[src/rtcPkg.sv]
package rtcPkg;

	typedef logic [7:0] bcdPairT; // Tens in 7:4, units in 3:0
	typedef logic [3:0] apbAddrT;
	typedef logic [31:0] apbDataT;

	// Everything the panel shows
	typedef struct packed {
		bcdPairT day;
		bcdPairT month;
		bcdPairT year;
		bcdPairT hour;
		bcdPairT minute;
		bcdPairT second;
		bcdPairT timerHour;
		bcdPairT timerMinute;
		bcdPairT timerSecond;
		logic alarm;
	} clockValT;

	////////////////////
	// APB
	////////////////////

	typedef struct packed {
		logic psel;
		logic penable;
		logic pwrite;
		apbAddrT paddr;
		apbDataT pwdata;
	} apbReqT;

	typedef struct packed {
		apbDataT prdata;
		logic pready;
		logic pslverr;
	} apbRspT;

	// Register map, byte addresses
	localparam apbAddrT addrDate = 4'h0; // Day, month, year in 23:0
	localparam apbAddrT addrTime = 4'h4; // Hour, minute, second
	localparam apbAddrT addrTimer = 4'h8; // Countdown hh:mm:ss
	localparam apbAddrT addrCtrl = 4'hC; // Alarm in bit 0

endpackage

[src/vgaPkg.sv]
package vgaPkg;

	////////////////////
	// Raster and pixel types
	////////////////////

	typedef logic [9:0] coordT; // Pixel coordinate or raster counter
	typedef logic [11:0] colorT; // RGB 4:4:4
	typedef logic [3:0] nibbleT; // One BCD digit
	typedef logic [4:0] cellCoordT; // Offset inside a digit cell

	// Video port, syncs are active low
	typedef struct packed {
		logic hSync;
		logic vSync;
		colorT color;
	} videoOutT;

	// What the pixel under the beam belongs to
	typedef enum logic [1:0] {
		regOff = 2'd0, // Outside the panel
		regPanel = 2'd1, // Panel background
		regDigit = 2'd2, // Inside one of the 18 digit cells
		regAlarm = 2'd3 // Alarm icon, only while the flag is set
	} regionT;

	// Position inside a cell, origin at the top left
	typedef struct packed {
		cellCoordT cellX;
		cellCoordT cellY;
	} cellPosT;

	////////////////////
	// Palette
	////////////////////

	localparam colorT colBlack = 12'h000; // Blanking and border
	localparam colorT colPanel = 12'h236; // Dark blue panel
	localparam colorT colSegment = 12'hFE2; // Lit segment, amber
	localparam colorT colAlarm = 12'hF20; // Alarm icon, red

endpackage

[src/clockDisplay.sv]
`timescale 1ns/1ps

module clockDisplay import vgaPkg::*, rtcPkg::*; #(
	parameter int HActive = 640, // 640x480 at 25 MHz by default
	parameter int HFront = 16,
	parameter int HSync = 96,
	parameter int HBack = 48,
	parameter int VActive = 480,
	parameter int VFront = 10,
	parameter int VSync = 2,
	parameter int VBack = 33,
	parameter int OriginX = 220, // Panel roughly centred
	parameter int OriginY = 140,
	parameter int PanelW = 200,
	parameter int PanelH = 200,
	parameter int CellW = 20,
	parameter int CellH = 30,
	parameter int PairGap = 10,
	parameter int RowPitch = 60
) (
	input logic CLK,
	input logic arstN,
	input apbReqT apbReq,
	output apbRspT apbRsp,
	output videoOutT video
);

	clockValT clockVal;
	coordT hPos;
	coordT vPos;
	logic active;
	logic hSyncRaw;
	logic vSyncRaw;
	regionT region; // Decoder to renderer
	nibbleT nibble;
	cellPosT cellPos;
	logic activeD;
	logic hSyncD;
	logic vSyncD;

	////////////////////
	// Bus side
	////////////////////

	rtcRegs regs_i (
		.CLK(CLK), .arstN(arstN), .apbReq(apbReq), .apbRsp(apbRsp), .clockVal(clockVal)
	);

	////////////////////
	// Video pipeline, two stages after the counters
	////////////////////

	vgaTiming #(
		.HActive(HActive), .HFront(HFront), .HSync(HSync), .HBack(HBack),
		.VActive(VActive), .VFront(VFront), .VSync(VSync), .VBack(VBack)
	) timing_i (
		.CLK(CLK), .arstN(arstN), .hPos(hPos), .vPos(vPos), .active(active),
		.hSyncRaw(hSyncRaw), .vSyncRaw(vSyncRaw)
	);

	regionDecode #(
		.OriginX(OriginX), .OriginY(OriginY), .PanelW(PanelW), .PanelH(PanelH),
		.CellW(CellW), .CellH(CellH), .PairGap(PairGap), .RowPitch(RowPitch)
	) decode_i (
		.CLK(CLK), .arstN(arstN), .hPos(hPos), .vPos(vPos), .active(active),
		.hSyncRaw(hSyncRaw), .vSyncRaw(vSyncRaw), .clockVal(clockVal),
		.region(region), .nibble(nibble), .cellPos(cellPos),
		.activeD(activeD), .hSyncD(hSyncD), .vSyncD(vSyncD)
	);

	glyphRender #(.CellW(CellW), .CellH(CellH)) render_i (
		.CLK(CLK), .arstN(arstN), .region(region), .nibble(nibble), .cellPos(cellPos),
		.activeD(activeD), .hSyncD(hSyncD), .vSyncD(vSyncD), .video(video)
	);

endmodule

[src/glyphRender.sv]
`timescale 1ns/1ps

module glyphRender import vgaPkg::*; #(
	parameter int CellW = 20, // Must match the decoder cell size
	parameter int CellH = 30
) (
	input logic CLK,
	input logic arstN,
	input regionT region,
	input nibbleT nibble,
	input cellPosT cellPos,
	input logic activeD,
	input logic hSyncD,
	input logic vSyncD,
	output videoOutT video
);

	localparam cellCoordT MidRow = cellCoordT'(CellH / 2); // Segment g
	localparam cellCoordT LastRow = cellCoordT'(CellH - 1); // Segment d
	localparam cellCoordT LastCol = cellCoordT'(CellW - 1); // Segments b and c

	logic [6:0] segs; // {a, b, c, d, e, f, g}
	logic onTop;
	logic onMid;
	logic onBot;
	logic onLeft;
	logic onRight;
	logic upper; // Above the middle row
	logic lower; // Below it
	logic lit;
	colorT colorN;

	////////////////////
	// Seven segment rule
	////////////////////

	always_comb begin
		case (nibble)
			4'd0: segs = 7'b1111110;
			4'd1: segs = 7'b0110000;
			4'd2: segs = 7'b1101101;
			4'd3: segs = 7'b1111001;
			4'd4: segs = 7'b0110011;
			4'd5: segs = 7'b1011011;
			4'd6: segs = 7'b1011111;
			4'd7: segs = 7'b1110000;
			4'd8: segs = 7'b1111111;
			4'd9: segs = 7'b1111011;
			default: segs = 7'b0000000; // Not BCD, blank cell
		endcase
	end

	assign onTop = (cellPos.cellY == '0);
	assign onMid = (cellPos.cellY == MidRow);
	assign onBot = (cellPos.cellY == LastRow);
	assign onLeft = (cellPos.cellX == '0);
	assign onRight = (cellPos.cellX == LastCol);
	assign upper = (cellPos.cellY < MidRow);
	assign lower = (cellPos.cellY > MidRow);

	// Horizontal bars span the full cell width
	assign lit = (onTop & segs[6]) | (onMid & segs[0]) | (onBot & segs[3]) |
		(onRight & upper & segs[5]) | (onRight & lower & segs[4]) |
		(onLeft & upper & segs[1]) | (onLeft & lower & segs[2]);

	////////////////////
	// Colour choice
	////////////////////

	always_comb begin
		if (!activeD) begin
			colorN = colBlack; // Blanking
		end else begin
			case (region)
				regPanel: colorN = colPanel;
				regDigit: colorN = lit ? colSegment : colPanel;
				regAlarm: colorN = colAlarm;
				default: colorN = colBlack; // Border around the panel
			endcase
		end
	end

	// Output stage, syncs travel with their own pixel
	always_ff @(posedge CLK or negedge arstN) begin
		if (!arstN) begin
			video.hSync <= 1'b1;
			video.vSync <= 1'b1;
			video.color <= colBlack;
		end else begin
			video.hSync <= hSyncD;
			video.vSync <= vSyncD;
			video.color <= colorN;
		end
	end

endmodule

[src/regionDecode.sv]
`timescale 1ns/1ps

module regionDecode import vgaPkg::*, rtcPkg::*; #(
	parameter int OriginX = 220, // Panel top left
	parameter int OriginY = 140,
	parameter int PanelW = 200,
	parameter int PanelH = 200,
	parameter int CellW = 20, // Digit cell size
	parameter int CellH = 30,
	parameter int PairGap = 10, // Space between digit pairs
	parameter int RowPitch = 60 // Row start to row start
) (
	input logic CLK,
	input logic arstN,
	input coordT hPos,
	input coordT vPos,
	input logic active,
	input logic hSyncRaw,
	input logic vSyncRaw,
	input clockValT clockVal,
	output regionT region,
	output nibbleT nibble,
	output cellPosT cellPos,
	output logic activeD,
	output logic hSyncD,
	output logic vSyncD
);

	localparam int RowX0 = OriginX + 2; // First cell column
	localparam int RowY0 = OriginY + 2; // Date row top
	localparam int PairStep = 2 * CellW + PairGap;
	localparam int AlarmX0 = OriginX + PanelW - 2 - CellW; // Bottom right, inset 2
	localparam int AlarmY0 = OriginY + PanelH - 2 - CellW;

	int xi; // Beam position widened for signed-free compares
	int yi;
	int x0; // Current cell origin in the loop
	int y0;
	logic inPanel;
	logic inAlarm;
	logic [2:0][23:0] rowDigits; // Six nibbles per row, tens first
	regionT regionN;
	nibbleT nibbleN;
	cellPosT cellN;

	assign rowDigits[0] = {clockVal.day, clockVal.month, clockVal.year};
	assign rowDigits[1] = {clockVal.hour, clockVal.minute, clockVal.second};
	assign rowDigits[2] = {clockVal.timerHour, clockVal.timerMinute, clockVal.timerSecond};

	////////////////////
	// Region lookup
	////////////////////

	always_comb begin
		xi = int'(hPos);
		yi = int'(vPos);
		x0 = 0;
		y0 = 0;
		inPanel = (xi >= OriginX) && (xi < OriginX + PanelW) &&
			(yi >= OriginY) && (yi < OriginY + PanelH);
		inAlarm = (xi >= AlarmX0) && (xi < AlarmX0 + CellW) &&
			(yi >= AlarmY0) && (yi < AlarmY0 + CellW);
		regionN = inPanel ? regPanel : regOff;
		nibbleN = '0;
		cellN = '0;
		for (int r = 0; r < 3; r++) begin
			for (int c = 0; c < 6; c++) begin
				x0 = RowX0 + (c / 2) * PairStep + (c % 2) * CellW; // Pairs sit back to back
				y0 = RowY0 + r * RowPitch;
				if ((xi >= x0) && (xi < x0 + CellW) && (yi >= y0) && (yi < y0 + CellH)) begin
					regionN = regDigit;
					nibbleN = rowDigits[r][23 - 4 * c -: 4];
					cellN.cellX = cellCoordT'(xi - x0);
					cellN.cellY = cellCoordT'(yi - y0);
				end
			end
		end
		if (inAlarm && clockVal.alarm) regionN = regAlarm; // Icon only while armed
	end

	////////////////////
	// Pipeline stage
	////////////////////

	always_ff @(posedge CLK or negedge arstN) begin
		if (!arstN) begin
			region <= regOff;
			activeD <= 1'b0;
			hSyncD <= 1'b1; // Syncs idle high
			vSyncD <= 1'b1;
		end else begin
			region <= regionN;
			activeD <= active;
			hSyncD <= hSyncRaw;
			vSyncD <= vSyncRaw;
		end
	end

	// Payload, only meaningful inside a digit cell
	always_ff @(posedge CLK) begin
		nibble <= nibbleN;
		cellPos <= cellN;
	end

endmodule

[src/rtcRegs.sv]
`timescale 1ns/1ps

module rtcRegs import rtcPkg::*; (
	input logic CLK,
	input logic arstN,
	input apbReqT apbReq,
	output apbRspT apbRsp,
	output clockValT clockVal
);

	logic access; // Access phase of a transfer
	logic addrOk; // Address hits one of the four registers
	logic wrEn;
	apbDataT rdData;
	clockValT regs;

	assign access = apbReq.psel & apbReq.penable;

	// Only word aligned hits are mapped
	always_comb begin
		case (apbReq.paddr)
			addrDate, addrTime, addrTimer, addrCtrl: addrOk = 1'b1;
			default: addrOk = 1'b0; // Misaligned
		endcase
	end

	assign wrEn = access & apbReq.pwrite & addrOk;

	////////////////////
	// Register write
	////////////////////

	// Fields kept exactly as written, no BCD check here
	always_ff @(posedge CLK or negedge arstN) begin
		if (!arstN) begin
			regs <= '0; // Blank date and time, alarm off
		end else if (wrEn) begin
			case (apbReq.paddr)
				addrDate: {regs.day, regs.month, regs.year} <= apbReq.pwdata[23:0];
				addrTime: {regs.hour, regs.minute, regs.second} <= apbReq.pwdata[23:0];
				addrTimer: begin
					{regs.timerHour, regs.timerMinute, regs.timerSecond} <=
						apbReq.pwdata[23:0];
				end
				addrCtrl: regs.alarm <= apbReq.pwdata[0];
				default: regs <= regs;
			endcase
		end
	end

	assign clockVal = regs; // Display reads the live copy

	////////////////////
	// Read mux
	////////////////////

	always_comb begin
		rdData = '0; // Unused bits read as 0
		case (apbReq.paddr)
			addrDate: rdData[23:0] = {regs.day, regs.month, regs.year};
			addrTime: rdData[23:0] = {regs.hour, regs.minute, regs.second};
			addrTimer: rdData[23:0] = {regs.timerHour, regs.timerMinute, regs.timerSecond};
			addrCtrl: rdData[0] = regs.alarm;
			default: rdData = '0;
		endcase
	end

	// Zero wait states
	assign apbRsp.prdata = access ? rdData : '0;
	assign apbRsp.pready = 1'b1;
	assign apbRsp.pslverr = access & ~addrOk; // Error only in the access phase

endmodule

[src/vgaTiming.sv]
`timescale 1ns/1ps

module vgaTiming import vgaPkg::*; #(
	parameter int HActive = 640, // Visible pixels per line
	parameter int HFront = 16,
	parameter int HSync = 96,
	parameter int HBack = 48,
	parameter int VActive = 480, // Visible lines per frame
	parameter int VFront = 10,
	parameter int VSync = 2,
	parameter int VBack = 33
) (
	input logic CLK,
	input logic arstN,
	output coordT hPos,
	output coordT vPos,
	output logic active,
	output logic hSyncRaw,
	output logic vSyncRaw
);

	localparam int HTotal = HActive + HFront + HSync + HBack;
	localparam int VTotal = VActive + VFront + VSync + VBack;

	// Sync windows, counted from the first active pixel
	localparam int HSyncStart = HActive + HFront;
	localparam int VSyncStart = VActive + VFront;

	coordT hCnt; // Pixel within the line
	coordT vCnt; // Line within the frame
	logic lineEnd;

	assign lineEnd = (hCnt == coordT'(HTotal - 1));

	////////////////////
	// Chained counters
	////////////////////

	always_ff @(posedge CLK or negedge arstN) begin
		if (!arstN) begin
			hCnt <= '0; // 0 is the first visible pixel
			vCnt <= '0;
		end else begin
			hCnt <= lineEnd ? '0 : hCnt + 1'b1;
			if (lineEnd) begin // Vertical steps once per line
				vCnt <= (vCnt == coordT'(VTotal - 1)) ? '0 : vCnt + 1'b1;
			end
		end
	end

	// Flags straight from the counters, the pipeline registers them later
	assign active = (hCnt < coordT'(HActive)) && (vCnt < coordT'(VActive));
	assign hSyncRaw = !((hCnt >= coordT'(HSyncStart)) &&
		(hCnt < coordT'(HSyncStart + HSync))); // Low inside the pulse
	assign vSyncRaw = !((vCnt >= coordT'(VSyncStart)) &&
		(vCnt < coordT'(VSyncStart + VSync)));

	assign hPos = hCnt;
	assign vPos = vCnt;

endmodule
[config.mk]
export PLATFORM = sky130hd
export DESIGN_NAME = clockDisplay
export DESIGN_NICKNAME = d
export VERILOG_FILES = /design/src/rtcPkg.sv /design/src/vgaPkg.sv /design/src/clockDisplay.sv /design/src/glyphRender.sv /design/src/regionDecode.sv /design/src/rtcRegs.sv /design/src/vgaTiming.sv
export SDC_FILE = /design/constraint.sdc
export NUM_CORES = 1
export LEC_CHECK = 0
export BUFFER_PORTS_ARGS = -buffer_cell sky130_fd_sc_hd__buf_4
export CORE_AREA = 3 3 132 134
export DETAILED_ROUTE_END_ITERATION = 6
export DIE_AREA = 0 0 135 137
export PLACE_DENSITY = 0.69
export SKIP_LAST_GASP = 1
export SLEW_MARGIN = 15
export SYNTH_ARGS = -nofsm -noshare
export SYNTH_HDL_FRONTEND = slang
export SYNTH_SLANG_ARGS = --single-unit
[constraint.sdc]
create_clock -name CLK -period 7.4 [get_ports CLK]
set_input_delay 1.48 -clock CLK [delete_from_list [all_inputs] [get_ports CLK]]
set_output_delay 1.48 -clock CLK [all_outputs]
set_load 0.01 [all_outputs]
==> results of run 1 <==
==> how the worst max path moves through the flow <==
stage	from	endpoint	slack (ns)	cells past startpoint
after floorplan	apbReq[34]	apbRsp[15]	3.16	6
after global placement	apbReq[35]	apbRsp[18]	2.76	6
after detailed placement	apbReq[35]	apbRsp[20]	2.76	6
after CTS	timing_i.hPos[3]	render_i.segs[1]	2.74	13
after global routing	timing_i.hPos[3]	render_i.segs[1]	2.33	13
final	timing_i.hPos[3]	render_i.segs[1]	2.59	13
==> cell type report <==
type	count	area (um2)
repair buffers	81	608.1
fillers	1481	7131
inverters	23	86.33
clock inverters	15	140.1
multi-input cells	697	4768
well taps	220	275.3
flip-flops and latches	122	2973
clock buffers	17	425.4
==> through the flow <==
stage	utilization [%]	hold WS, ns
after floorplan	-	0.3452
after global placement	53.09	0.3456
after detailed placement	53.09	0.3472
after CTS	56.54	0.3553
after global routing	56.54	0.3568
final	56.54	0.3547
==> layout by cell type (no fill, tap or decap), types with 6 or more instances in the layout <==
cell / Yosys / layout
a22oi_1: 7 / 7
o31ai_1: 7 / 7
nor3_1: 18 / 17
nand3_1: 26 / 26
o221ai_1: 8 / 8
a31oi_1: 12 / 12
xnor2_1: 10 / 10
o21ai_0: 41 / 41
a211oi_1: 14 / 14
o22ai_1: 14 / 14
nor2b_1: 8 / 8
mux2_2: 72 / 72
conb_1: 2 / 11
and2_1: 7 / 7
xor2_1: 7 / 7
o211ai_1: 8 / 8
nand4_1: 14 / 14
nand2b_1: 6 / 6
buf_4: 18 / 81
nor2_1: 101 / 101
a21boi_0: 6 / 6
ha_1: 24 / 24
nand2_1: 74 / 74
dfxtp_1: 17 / 17
a21o_1: 8 / 8
mux2i_1: 25 / 25
inv_1: 23 / 23
dfrtp_1: 101 / 101
a21oi_1: 59 / 59
or3_1: 6 / 6
clkbuf_16: 0 / 17
==> per-layer routing <==
| layer | track usage (%) | routed length [um] | vias up |
|---|---|---|---|
| met5 | 0 | 0 | - |
| met4 | 9.910 | 675 | 0 |
| met3 | 5.515 | 1875 | 53 |
| met2 | 41.66 | 11220 | 356 |
| met1 | 35.29 | 10400 | 3570 |
| li1 | - | - | 3389 |
==> state kept, by name (all words and copies together) (netlist names) <==
register / flops
regs_i.clockVal: 73
decode_i.cellPos: 10
timing_i.hPos: 10
timing_i.vPos: 10
render_i.segs: 7
render_i.video: 7
decode_i.region: 2
decode_i.activeD: 1
decode_i.hSyncD: 1
decode_i.vSyncD: 1
==> worst max-delay path: cells and delay by family (launching register included) <==
family,cells,cell delay (ns)
flip-flops,1,0.84
AND/OR/NAND/NOR,1,0.72
adder cells (fa/ha/maj),2,0.56
buffers and inverters,2,0.30
multiplexers,1,0.29
AO/OA/AOI/OAI,7,2.01
==> cell families (layout without fill, tap and decap cells) <==
kind of cell               count (synthesis)  in the layout  synth area share, %
adders and majority gates                 24             24                3.673
xor gates and xnor gates                  17             17                1.821
muxes                                     99             99                13.39
AOI/OAI and AO/OA                        251            251                21.52
buffers and inverters                    101            136                5.785
other                                      2             11              0.09186
and+or+nand+nor                          295            295                17.36
DFF                                      122            122                36.36
==> report_power, final <==
group	internal, mW	switching (mW)
clock	0.467	0.340
sequential	0.720	0.0571
combinational	0.0725	0.0620
total	1.26	0.459
==> flow_metrics.env, run 1 <==
export IMPL_status="complete, no violations"
export IMPL_drt_iter0_drc=691
export IMPL_ff2ff_setup_slack_ns=2.59
export IMPL_synth_top_area_share_pct=30.92
export IMPL_hold_path_class="flop to flop"
export IMPL_r2r_cells=13
export IMPL_timing_fmax_mhz=207.8
export IMPL_dp_hpwl_mm=16.72
export IMPL_place_congestion=0.9687
export IMPL_nets=1007
export IMPL_die_y_um=137
export IMPL_yosys_warnings=0
export IMPL_peakVddDrop_mv=0.1668
export IMPL_p_per_area_nw_per_um2=185.3
export IMPL_post_cts_setup_buffers=0
export IMPL_vias=7368
export IMPL_syn_area_um2=8175
export IMPL_cts_tree="yes"
export IMPL_setup_tns_ns=0
export IMPL_report_power_total_mw=1.719
export IMPL_syn_to_final_growth_pct=13.47
export IMPL_core_um2=16410
export IMPL_finalMaxSlewViolations=0
export IMPL_n_antenna_cell=0
export IMPL_grt_pass1_wl_mm=37.95
export IMPL_synth_area_leaders="dfrtp_1 31%, mux2_2 9.9%, nor2_1 4.6%"
export IMPL_timing_slew_headroom_pct=37.66
export IMPL_critPathCaptureType="flop"
export IMPL_synth_top_flop_cell="dfrtp_1"
export IMPL_crit_path_cell_trace="inv_1, ha_1, a21oi_2, a2111o_1, and2_1, o22ai_1, a21oi_1, o22ai_1, o21ai_1, ha_1, inv_1, mux2_1, o22ai_1"
export IMPL_finalHoldViolCount=0
export IMPL_cpPeakStageDelay_ns=0.84
export IMPL_worstHoldPathCells=0
export IMPL_ctsHoldBuffers=0
export IMPL_start_util_pct=49.83
export IMPL_cts_buffers=17
export IMPL_h_tree_depth=4
export IMPL_fin_cells=1175
export IMPL_crit_type="flop to flop"
export IMPL_fin_skew_ns=0.004942
export IMPL_p_leak_nw=3.982
export IMPL_grt_setup_unrepaired="no"
export IMPL_crit_fanout=22
export IMPL_setup_viol=0
export IMPL_boundaryPins=89
export IMPL_fin_crit_sh_pct=65.05
export IMPL_ant_nets=0
export IMPL_vias_per_cell=6.271
export IMPL_synth_top_area_cell="dfrtp_1"
export IMPL_tightest_slew_ns=0.9325
export IMPL_hp_start="decode_i.vSyncD"
export IMPL_yosysUniqueCellTypes=83
export IMPL_dpl_instance_area_um2=8711
export IMPL_hold_path_endpoint="render_i.video[12]"
export IMPL_seq_area_frac_synth_pct=36.36
export IMPL_overflow=0
export IMPL_critPathSlowestCell="dfrtp_1"
export IMPL_synthCells=911
export IMPL_drive_gt1_share_pct=22.30
export IMPL_clk_insertion_delay_late_ns=0.43
export IMPL_maxCapViolCount=0
export IMPL_cts_sinks=122
export IMPL_place_ws_ns=2.760
export IMPL_setup_ws_ns=2.587
export IMPL_synthArstFlopShare_pct=86.07
export IMPL_regToRegStartpoint="timing_i.hPos[3]"
export IMPL_die_w_um=135
export IMPL_worstPathRequired_ns=7.75
export IMPL_dp_cells=1143
export IMPL_rows=47
export IMPL_route_detailed_drc=0
export IMPL_critPathArrivalTime_ns=5.17
export IMPL_syn_avg_cell_area_um2=8.974
export IMPL_clkTransAtPathRegs_ns=0.06
export IMPL_antenna_found_initial=0
export IMPL_synth_common_cells="101 x dfrtp_1, 101 x nor2_1, 74 x nand2_1"
export IMPL_wl_mm=24.17
export IMPL_grt_total_usage_pct=26.19
export IMPL_synth_edf_count=0
export IMPL_ys_ff_latch=122
export IMPL_drtPass1Iterations=5
export IMPL_first_global_vias=6929
export IMPL_die_area_um2=18500
export IMPL_clock_root_buffer="clkbuf_16"
export IMPL_grt_start_max_net_pins=69
export IMPL_startpoint_type="flop"
export IMPL_design_area_um2=9276
export IMPL_cts_resized=0
export IMPL_io_buffer_count=69
export IMPL_clockBufferDepth=2
export IMPL_wire_per_inst_um=20.57
export IMPL_r2r_end="render_i.segs[1]"
export IMPL_period_minus_slack_ns=4.813
export IMPL_cpMostUsedCell="o22ai_1"
Note: power is estimated with default switching activity, not from simulation.
==> run 2, diff against run 1 <==
clock period = 5 ns   (was 7.4 ns; I/O delays follow)
==> flow_metrics.env, run 2 (synthesized netlist as in run 1, its figures left out) <==
export IMPL_h_tree_depth=4
export IMPL_regArea_um2=2973
export IMPL_setup_tns_ns=0
export IMPL_maxCapViolCount=0
export IMPL_worstHoldPathCells=0
export IMPL_vias_per_cell=6.269
export IMPL_p_leak_nw=4.063
export IMPL_dpl_instance_area_um2=8793
export IMPL_fillerInstances=1454
export IMPL_drtPass1Iterations=6
export IMPL_place_congestion=0.9909
export IMPL_crit_path_cell_trace="inv_1, ha_1, a21bo_2, o21a_1, o21a_1, a221o_1, a31oi_1, a211o_1, a32oi_4, inv_1, ha_1, inv_1, mux2_1, o22ai_1"
export IMPL_n_antenna_cell=0
export IMPL_final_cell_mix="101 x nor2_1, 101 x dfrtp_1, 92 x buf_4"
export IMPL_critPathCaptureType="flop"
export IMPL_ant_nets=0
export IMPL_io_buffer_count=69
export IMPL_drive_gt1_share_pct=23.19
export IMPL_multi_input_area_um2=4768
export IMPL_ff2ff_setup_slack_ns=0.83
export IMPL_die_w_um=135
export IMPL_design_area_um2=9408
export IMPL_clock_power_share_pct=48.8
export IMPL_hold_path_endpoint="render_i.video[12]"
export IMPL_cts_sinks=122
export IMPL_r2r_cells=14
export IMPL_tightest_slew_ns=0.9051
export IMPL_p_switching_uw=668.8
export IMPL_intPower_mw=1.965
export IMPL_timing_slew_headroom_pct=39.49
export IMPL_cts_resized=0
export IMPL_peakVddDrop_mv=0.2341
export IMPL_die_y_um=137
export IMPL_start_util_pct=49.83
export IMPL_regToRegStartpoint="timing_i.hPos[2]"
export IMPL_finalMaxSlewViolations=0
export IMPL_crit_type="flop to flop"
export IMPL_antenna_found_initial=0
export IMPL_cpPeakStageDelay_ns=0.53
export IMPL_fin_hold_ws_ns=0.3541
export IMPL_timing_fmax_mhz=239.6
export IMPL_period_minus_slack_ns=4.174
export IMPL_overflow=0
export IMPL_swShare_pct=25.39
export IMPL_path_buf_inv=3
export IMPL_die_area_um2=18500
export IMPL_route_detailed_drc=0
export IMPL_core_um2=16410
export IMPL_cts_buffers=17
export IMPL_fin_crit_sh_pct=83.48
export IMPL_fin_skew_ns=0.006803
export IMPL_clock_root_buffer="clkbuf_16"
export IMPL_finalHoldViolCount=0
export IMPL_post_cts_setup_buffers=0
export IMPL_r2r_end="render_i.segs[1]"
export IMPL_crit_fanout=18
export IMPL_dp_hpwl_mm=17.06
export IMPL_wire_per_inst_um=20.39
export IMPL_grt_setup_unrepaired="no"
export IMPL_critPathArrivalTime_ns=4.53
export IMPL_clkTransAtPathRegs_ns=0.06
export IMPL_cpMostUsedCell="inv_1"
export IMPL_setup_viol=0
export IMPL_syn_to_final_growth_pct=15.07
export IMPL_p_seq_share_pct=43.6
export IMPL_clk_insertion_delay_late_ns=0.43
export IMPL_critPathSlowestCell="dfrtp_1"
export IMPL_grt_pass1_wl_mm=38.63
export IMPL_rows=47
export IMPL_cts_tree="yes"
export IMPL_worstPathRequired_ns=5.36
export IMPL_largest_register_ffs=73
export IMPL_wl_mm=24.18
export IMPL_vias=7435
export IMPL_clockBufferDepth=2
export IMPL_first_global_vias=7017
export IMPL_grt_total_usage_pct=26.59
export IMPL_hold_path_class="flop to flop"
export IMPL_hp_start="decode_i.vSyncD"
export IMPL_grt_start_max_net_pins=67
export IMPL_nets=1018
export IMPL_p_per_area_nw_per_um2=280.0
export IMPL_boundaryPins=89
export IMPL_crit_family="compound AO/OA/AOI/OAI gates"
export IMPL_status="complete, no violations"
export IMPL_pwr_share_comb_pct=7.6
export IMPL_startpoint_type="flop"
export IMPL_ctsHoldBuffers=0
export IMPL_drt_iter0_drc=780
[run 2: changes by cell type in the layout (fill, tap and decap cells not counted), sizes merged]
cell,before,now
bufinv,1,3
clkinvlp,3,1
clkinv,5,6
buf,81,92
inv,29,28
[run 2: power groups by stage]
stage	sequential (mW)	clock, mW	combinational, mW
4_1_cts	1.15	1.30	0.200
5_1_grt	1.16	1.35	0.221
3_5_place_dp	1.16	0	0.199
3_3_place_gp	1.16	0	0.195
6_report	1.15	1.29	0.199
2_1_floorplan	1.12	0	0.139
[run 2: worst max path at each step]
stage | start | depth (start not counted) | endpoint
3_5_place_dp | timing_i.hPos[2] | 14 | render_i.segs[1]
6_report | timing_i.hPos[2] | 14 | render_i.segs[1]
2_1_floorplan | timing_i.hPos[3] | 16 | render_i.segs[1]
3_3_place_gp | timing_i.hPos[2] | 14 | render_i.segs[1]
4_1_cts | timing_i.hPos[2] | 14 | render_i.segs[1]
5_1_grt | timing_i.hPos[2] | 13 | render_i.segs[3]
[run 2: layer usage]
layer,vias up,track usage (%),routed length (um),share of wire [%]
li1,3408,-,-,-
met4,0,9.630,640,2.6
met5,-,0,0,0
met2,396,42.33,11300,47
met1,3583,36.65,10370,43
met3,48,4.522,1874,7.8
[run 2: worst register-to-register path, delay by kind of cell (launching register included)]
family	cells	cell delay, ns
AO/OA/AOI/OAI	8	2.27
adder cells (fa/ha/maj)	2	0.55
flip-flops	1	0.53
buffers and inverters	3	0.47
multiplexers	1	0.29
[run 2: through the flow]
stage,utilization (%),worst slack (ns),power (mW),std cells
2_1_floorplan,-,1.292,1.263,920
3_3_place_gp,53.60,0.9732,1.356,1154
3_5_place_dp,53.60,0.9830,1.363,1154
4_1_cts,57.34,0.9302,2.648,1186
5_1_grt,57.34,0.5726,2.733,1186
6_report,57.34,0.8258,2.634,1186
[run 2: final cells by class]
class / count / share of cell area (%)
inverters: 23 / 0.9177
multi-input cells: 697 / 50.68
repair buffers: 92 / 7.341
well taps: 220 / 2.926
flip-flops and latches: 122 / 31.60
clock inverters: 15 / 2.008
clock buffers: 17 / 4.522
==> run 3, diff against run 2 <==
ABC_AREA = 1   (was not set)
CORE_AREA = 3 3 133 135   (was 3 3 132 134)
DIE_AREA = 0 0 136 138   (was 0 0 135 137)
clock period = 4.15 ns   (was 5 ns; I/O delays follow)
==> flow_metrics.env, run 3 <==
export IMPL_path_buf_inv=4
export IMPL_ctsHoldBuffers=0
export IMPL_peakVddDrop_mv=0.2755
export IMPL_clkTransAtPathRegs_ns=0.06
export IMPL_synth_top_flop_cell="dfrtp_1"
export IMPL_synthArstFlopShare_pct=86.07
export IMPL_clockBufferDepth=2
export IMPL_pwr_share_comb_pct=6.4
export IMPL_yosys_warnings=0
export IMPL_clk_insertion_delay_late_ns=0.43
export IMPL_h_tree_depth=4
export IMPL_route_met2_wl_mm=11.86
export IMPL_critPathSlowestCell="dfrtp_1"
export IMPL_die_w_um=136
export IMPL_p_switching_uw=758.9
export IMPL_fillerInstances=1617
export IMPL_maxCapViolCount=0
export IMPL_setup_viol=0
export IMPL_finalMaxSlewViolations=0
export IMPL_synth_most_common_cell="nand2_1"
export IMPL_report_power_total_mw=2.964
export IMPL_die_area_um2=18770
export IMPL_route_met3_wl_mm=1.361
export IMPL_synth_area_leaders="dfrtp_1 30%, nand2_1 13%, inv_1 8.9%"
export IMPL_grt_pass1_wl_mm=39.49
export IMPL_setup_tns_ns=0
export IMPL_vias=8056
export IMPL_overflow=0
export IMPL_antenna_found_initial=0
export IMPL_crit_start="timing_i.hPos[3]"
export IMPL_tightest_slew_ns=0.8185
export IMPL_n_antenna_cell=0
export IMPL_ff2ff_setup_slack_ns=0.52
export IMPL_cts_tree="yes"
export IMPL_startpoint_type="flop"
export IMPL_ys_ff_latch=122
export IMPL_intPower_mw=2.205
export IMPL_swShare_pct=25.61
export IMPL_period_minus_slack_ns=3.634
export IMPL_grt_total_usage_pct=26.36
export IMPL_crit_path_cell_trace="inv_2, ha_1, nand2_1, nand2_1, nand4_1, nor2_1, inv_1, nor2_2, inv_2, nor2_1, a221oi_1, nand2_1, nand2_1, nand2_1, nand2_1, nand2_1, nand2_1, nand2_1, inv_1, ha_1, nand3_1, nand2_1, nand2_1, nand2_1"
export IMPL_seq_area_frac_synth_pct=35.87
export IMPL_drive_gt1_share_pct=14.56
export IMPL_grt_start_max_net_pins=54
export IMPL_dp_hpwl_mm=18.41
export IMPL_crit_type="flop to flop"
export IMPL_synth_edf_count=0
export IMPL_clock_power_share_pct=50.5
export IMPL_regToRegStartpoint="timing_i.hPos[3]"
export IMPL_finalHoldViolCount=0
export IMPL_cts_resized=0
export IMPL_grt_setup_unrepaired="no"
export IMPL_dpl_instance_area_um2=8947
export IMPL_fin_skew_ns=0.009801
export IMPL_post_cts_setup_buffers=0
export IMPL_route_detailed_drc=0
export IMPL_first_global_vias=7775
export IMPL_design_area_um2=9538
export IMPL_nets=1350
export IMPL_cpPeakStageDelay_ns=0.39
export IMPL_drt_iter0_drc=589
export IMPL_die_y_um=138
export IMPL_top_layer="met4"
export IMPL_drtPass1Iterations=5
export IMPL_hp_start="decode_i.vSyncD"
export IMPL_synth_top_area_share_pct=30.50
export IMPL_syn_area_um2=8287
export IMPL_status="complete, no violations"
export IMPL_crit_fanout=8
export IMPL_wl_met1_mm=10.31
export IMPL_vias_per_cell=5.307
export IMPL_critPathCaptureType="flop"
export IMPL_crit_family="simple AND/OR/NAND/NOR gates"
export IMPL_synthCells=1227
export IMPL_place_congestion=0.9999
export IMPL_clock_root_buffer="clkbuf_16"
export IMPL_start_util_pct=49.97
export IMPL_boundaryPins=89
export IMPL_syn_to_final_growth_pct=15.10
export IMPL_cpMostUsedCell="nand2_1"
export IMPL_synth_common_cells="289 x nand2_1, 196 x inv_1, 129 x o21ai_0"
export IMPL_hold_path_class="flop to flop"
export IMPL_timing_slew_headroom_pct=44.93
export IMPL_largest_register_ffs=73
export IMPL_p_seq_share_pct=43.2
export IMPL_cts_buffers=17
export IMPL_fin_crit_sh_pct=87.56
export IMPL_p_leak_nw=5.055
export IMPL_critPathArrivalTime_ns=3.96
export IMPL_rows=47
export IMPL_final_cell_mix="289 x nand2_1, 196 x inv_1, 129 x o21ai_0"
export IMPL_synth_top_area_cell="dfrtp_1"
export IMPL_wire_per_inst_um=16.06
export IMPL_core_um2=16580
export IMPL_yosysUniqueCellTypes=55
export IMPL_io_buffer_count=69
export IMPL_cts_sinks=122
export IMPL_syn_avg_cell_area_um2=6.754
export IMPL_final_common_cell="nand2_1"
export IMPL_p_per_area_nw_per_um2=310.7
export IMPL_timing_fmax_mhz=275.2
export IMPL_worstPathRequired_ns=4.47
export IMPL_ant_nets=0
export IMPL_wl_mm=24.37
-- run 3: changes by cell type after synthesis, sizes merged, moves of 25 or more --
cell   previous run  this run
nor2            101       142
mux2             73         0
o21ai            46       144
nand2            75       303
a21oi            62        36
mux2i            25         0
inv              23       226
-- run 3: worst paths after layout --
check / endpoint / cells past startpoint
min in group asynchronous: timing_i.vPos[9] / 1
hold reg to reg: render_i.video[12] / 0
setup reg to reg: render_i.segs[3] / 24
hold / removal: render_i.video[12] / 0
setup / recovery: render_i.segs[3] / 24
max in group asynchronous: render_i.video[13] / 2
-- run 3: routing by layer --
layer / track usage (%) / vias up
met1: 34.16 / 3685
li1: - / 4009
met4: 9.973 / 0
met3: 4.106 / 59
met5: 0 / -
met2: 44.25 / 303
-- run 3: through the flow --
| step | hold WS, ns | setup slack [ns] | util, % | std cells |
|---|---|---|---|---|
| detailed placement | 0.3472 | 0.5712 | 53.95 | 1486 |
| CTS | 0.3557 | 0.5420 | 57.51 | 1518 |
| global placement | 0.3460 | 0.6167 | 53.95 | 1486 |
| global route | 0.3595 | 0.2042 | 57.51 | 1518 |
| finish | 0.3558 | 0.5161 | 57.51 | 1518 |
| floorplan | 0.3452 | 1.179 | - | 1236 |
-- run 3: cells by family (layout without fill, tap and decap cells) --
logic type	count (synthesis)	count (layout)	synth area share, %
XOR/XNOR	15	15	1.585
AND/OR/NAND/NOR	535	535	27.81
flip-flops	122	122	35.87
AO/OA/AOI/OAI	250	250	17.17
other	2	11	0.09063
buffers and inverters	279	341	13.85
adder cells (fa/ha/maj)	24	24	3.624
-- run 3: cell type report --
cell class	instances	area (um2)	area share, %
Multi-Input combinational cell	835	4208	44.12
Sequential cell	122	2973	31.17
Inverter	228	858.3	8.999
Timing Repair Buffer	81	633.1	6.638
Clock buffer	17	425.4	4.460
Tap cell	220	275.3	2.886
Clock inverter	15	165.2	1.732
-- run 3: power groups by stage --
| stage | Combinational [mW] | Sequential, mW | Clock (mW) |
|---|---|---|---|
| 6_report | 0.188 | 1.28 | 1.50 |
| 4_1_cts | 0.190 | 1.28 | 1.51 |
| 3_5_place_dp | 0.188 | 1.30 | 0 |
| 3_3_place_gp | 0.184 | 1.30 | 0 |
| 2_1_floorplan | 0.0991 | 1.28 | 0 |
| 5_1_grt | 0.214 | 1.28 | 1.57 |
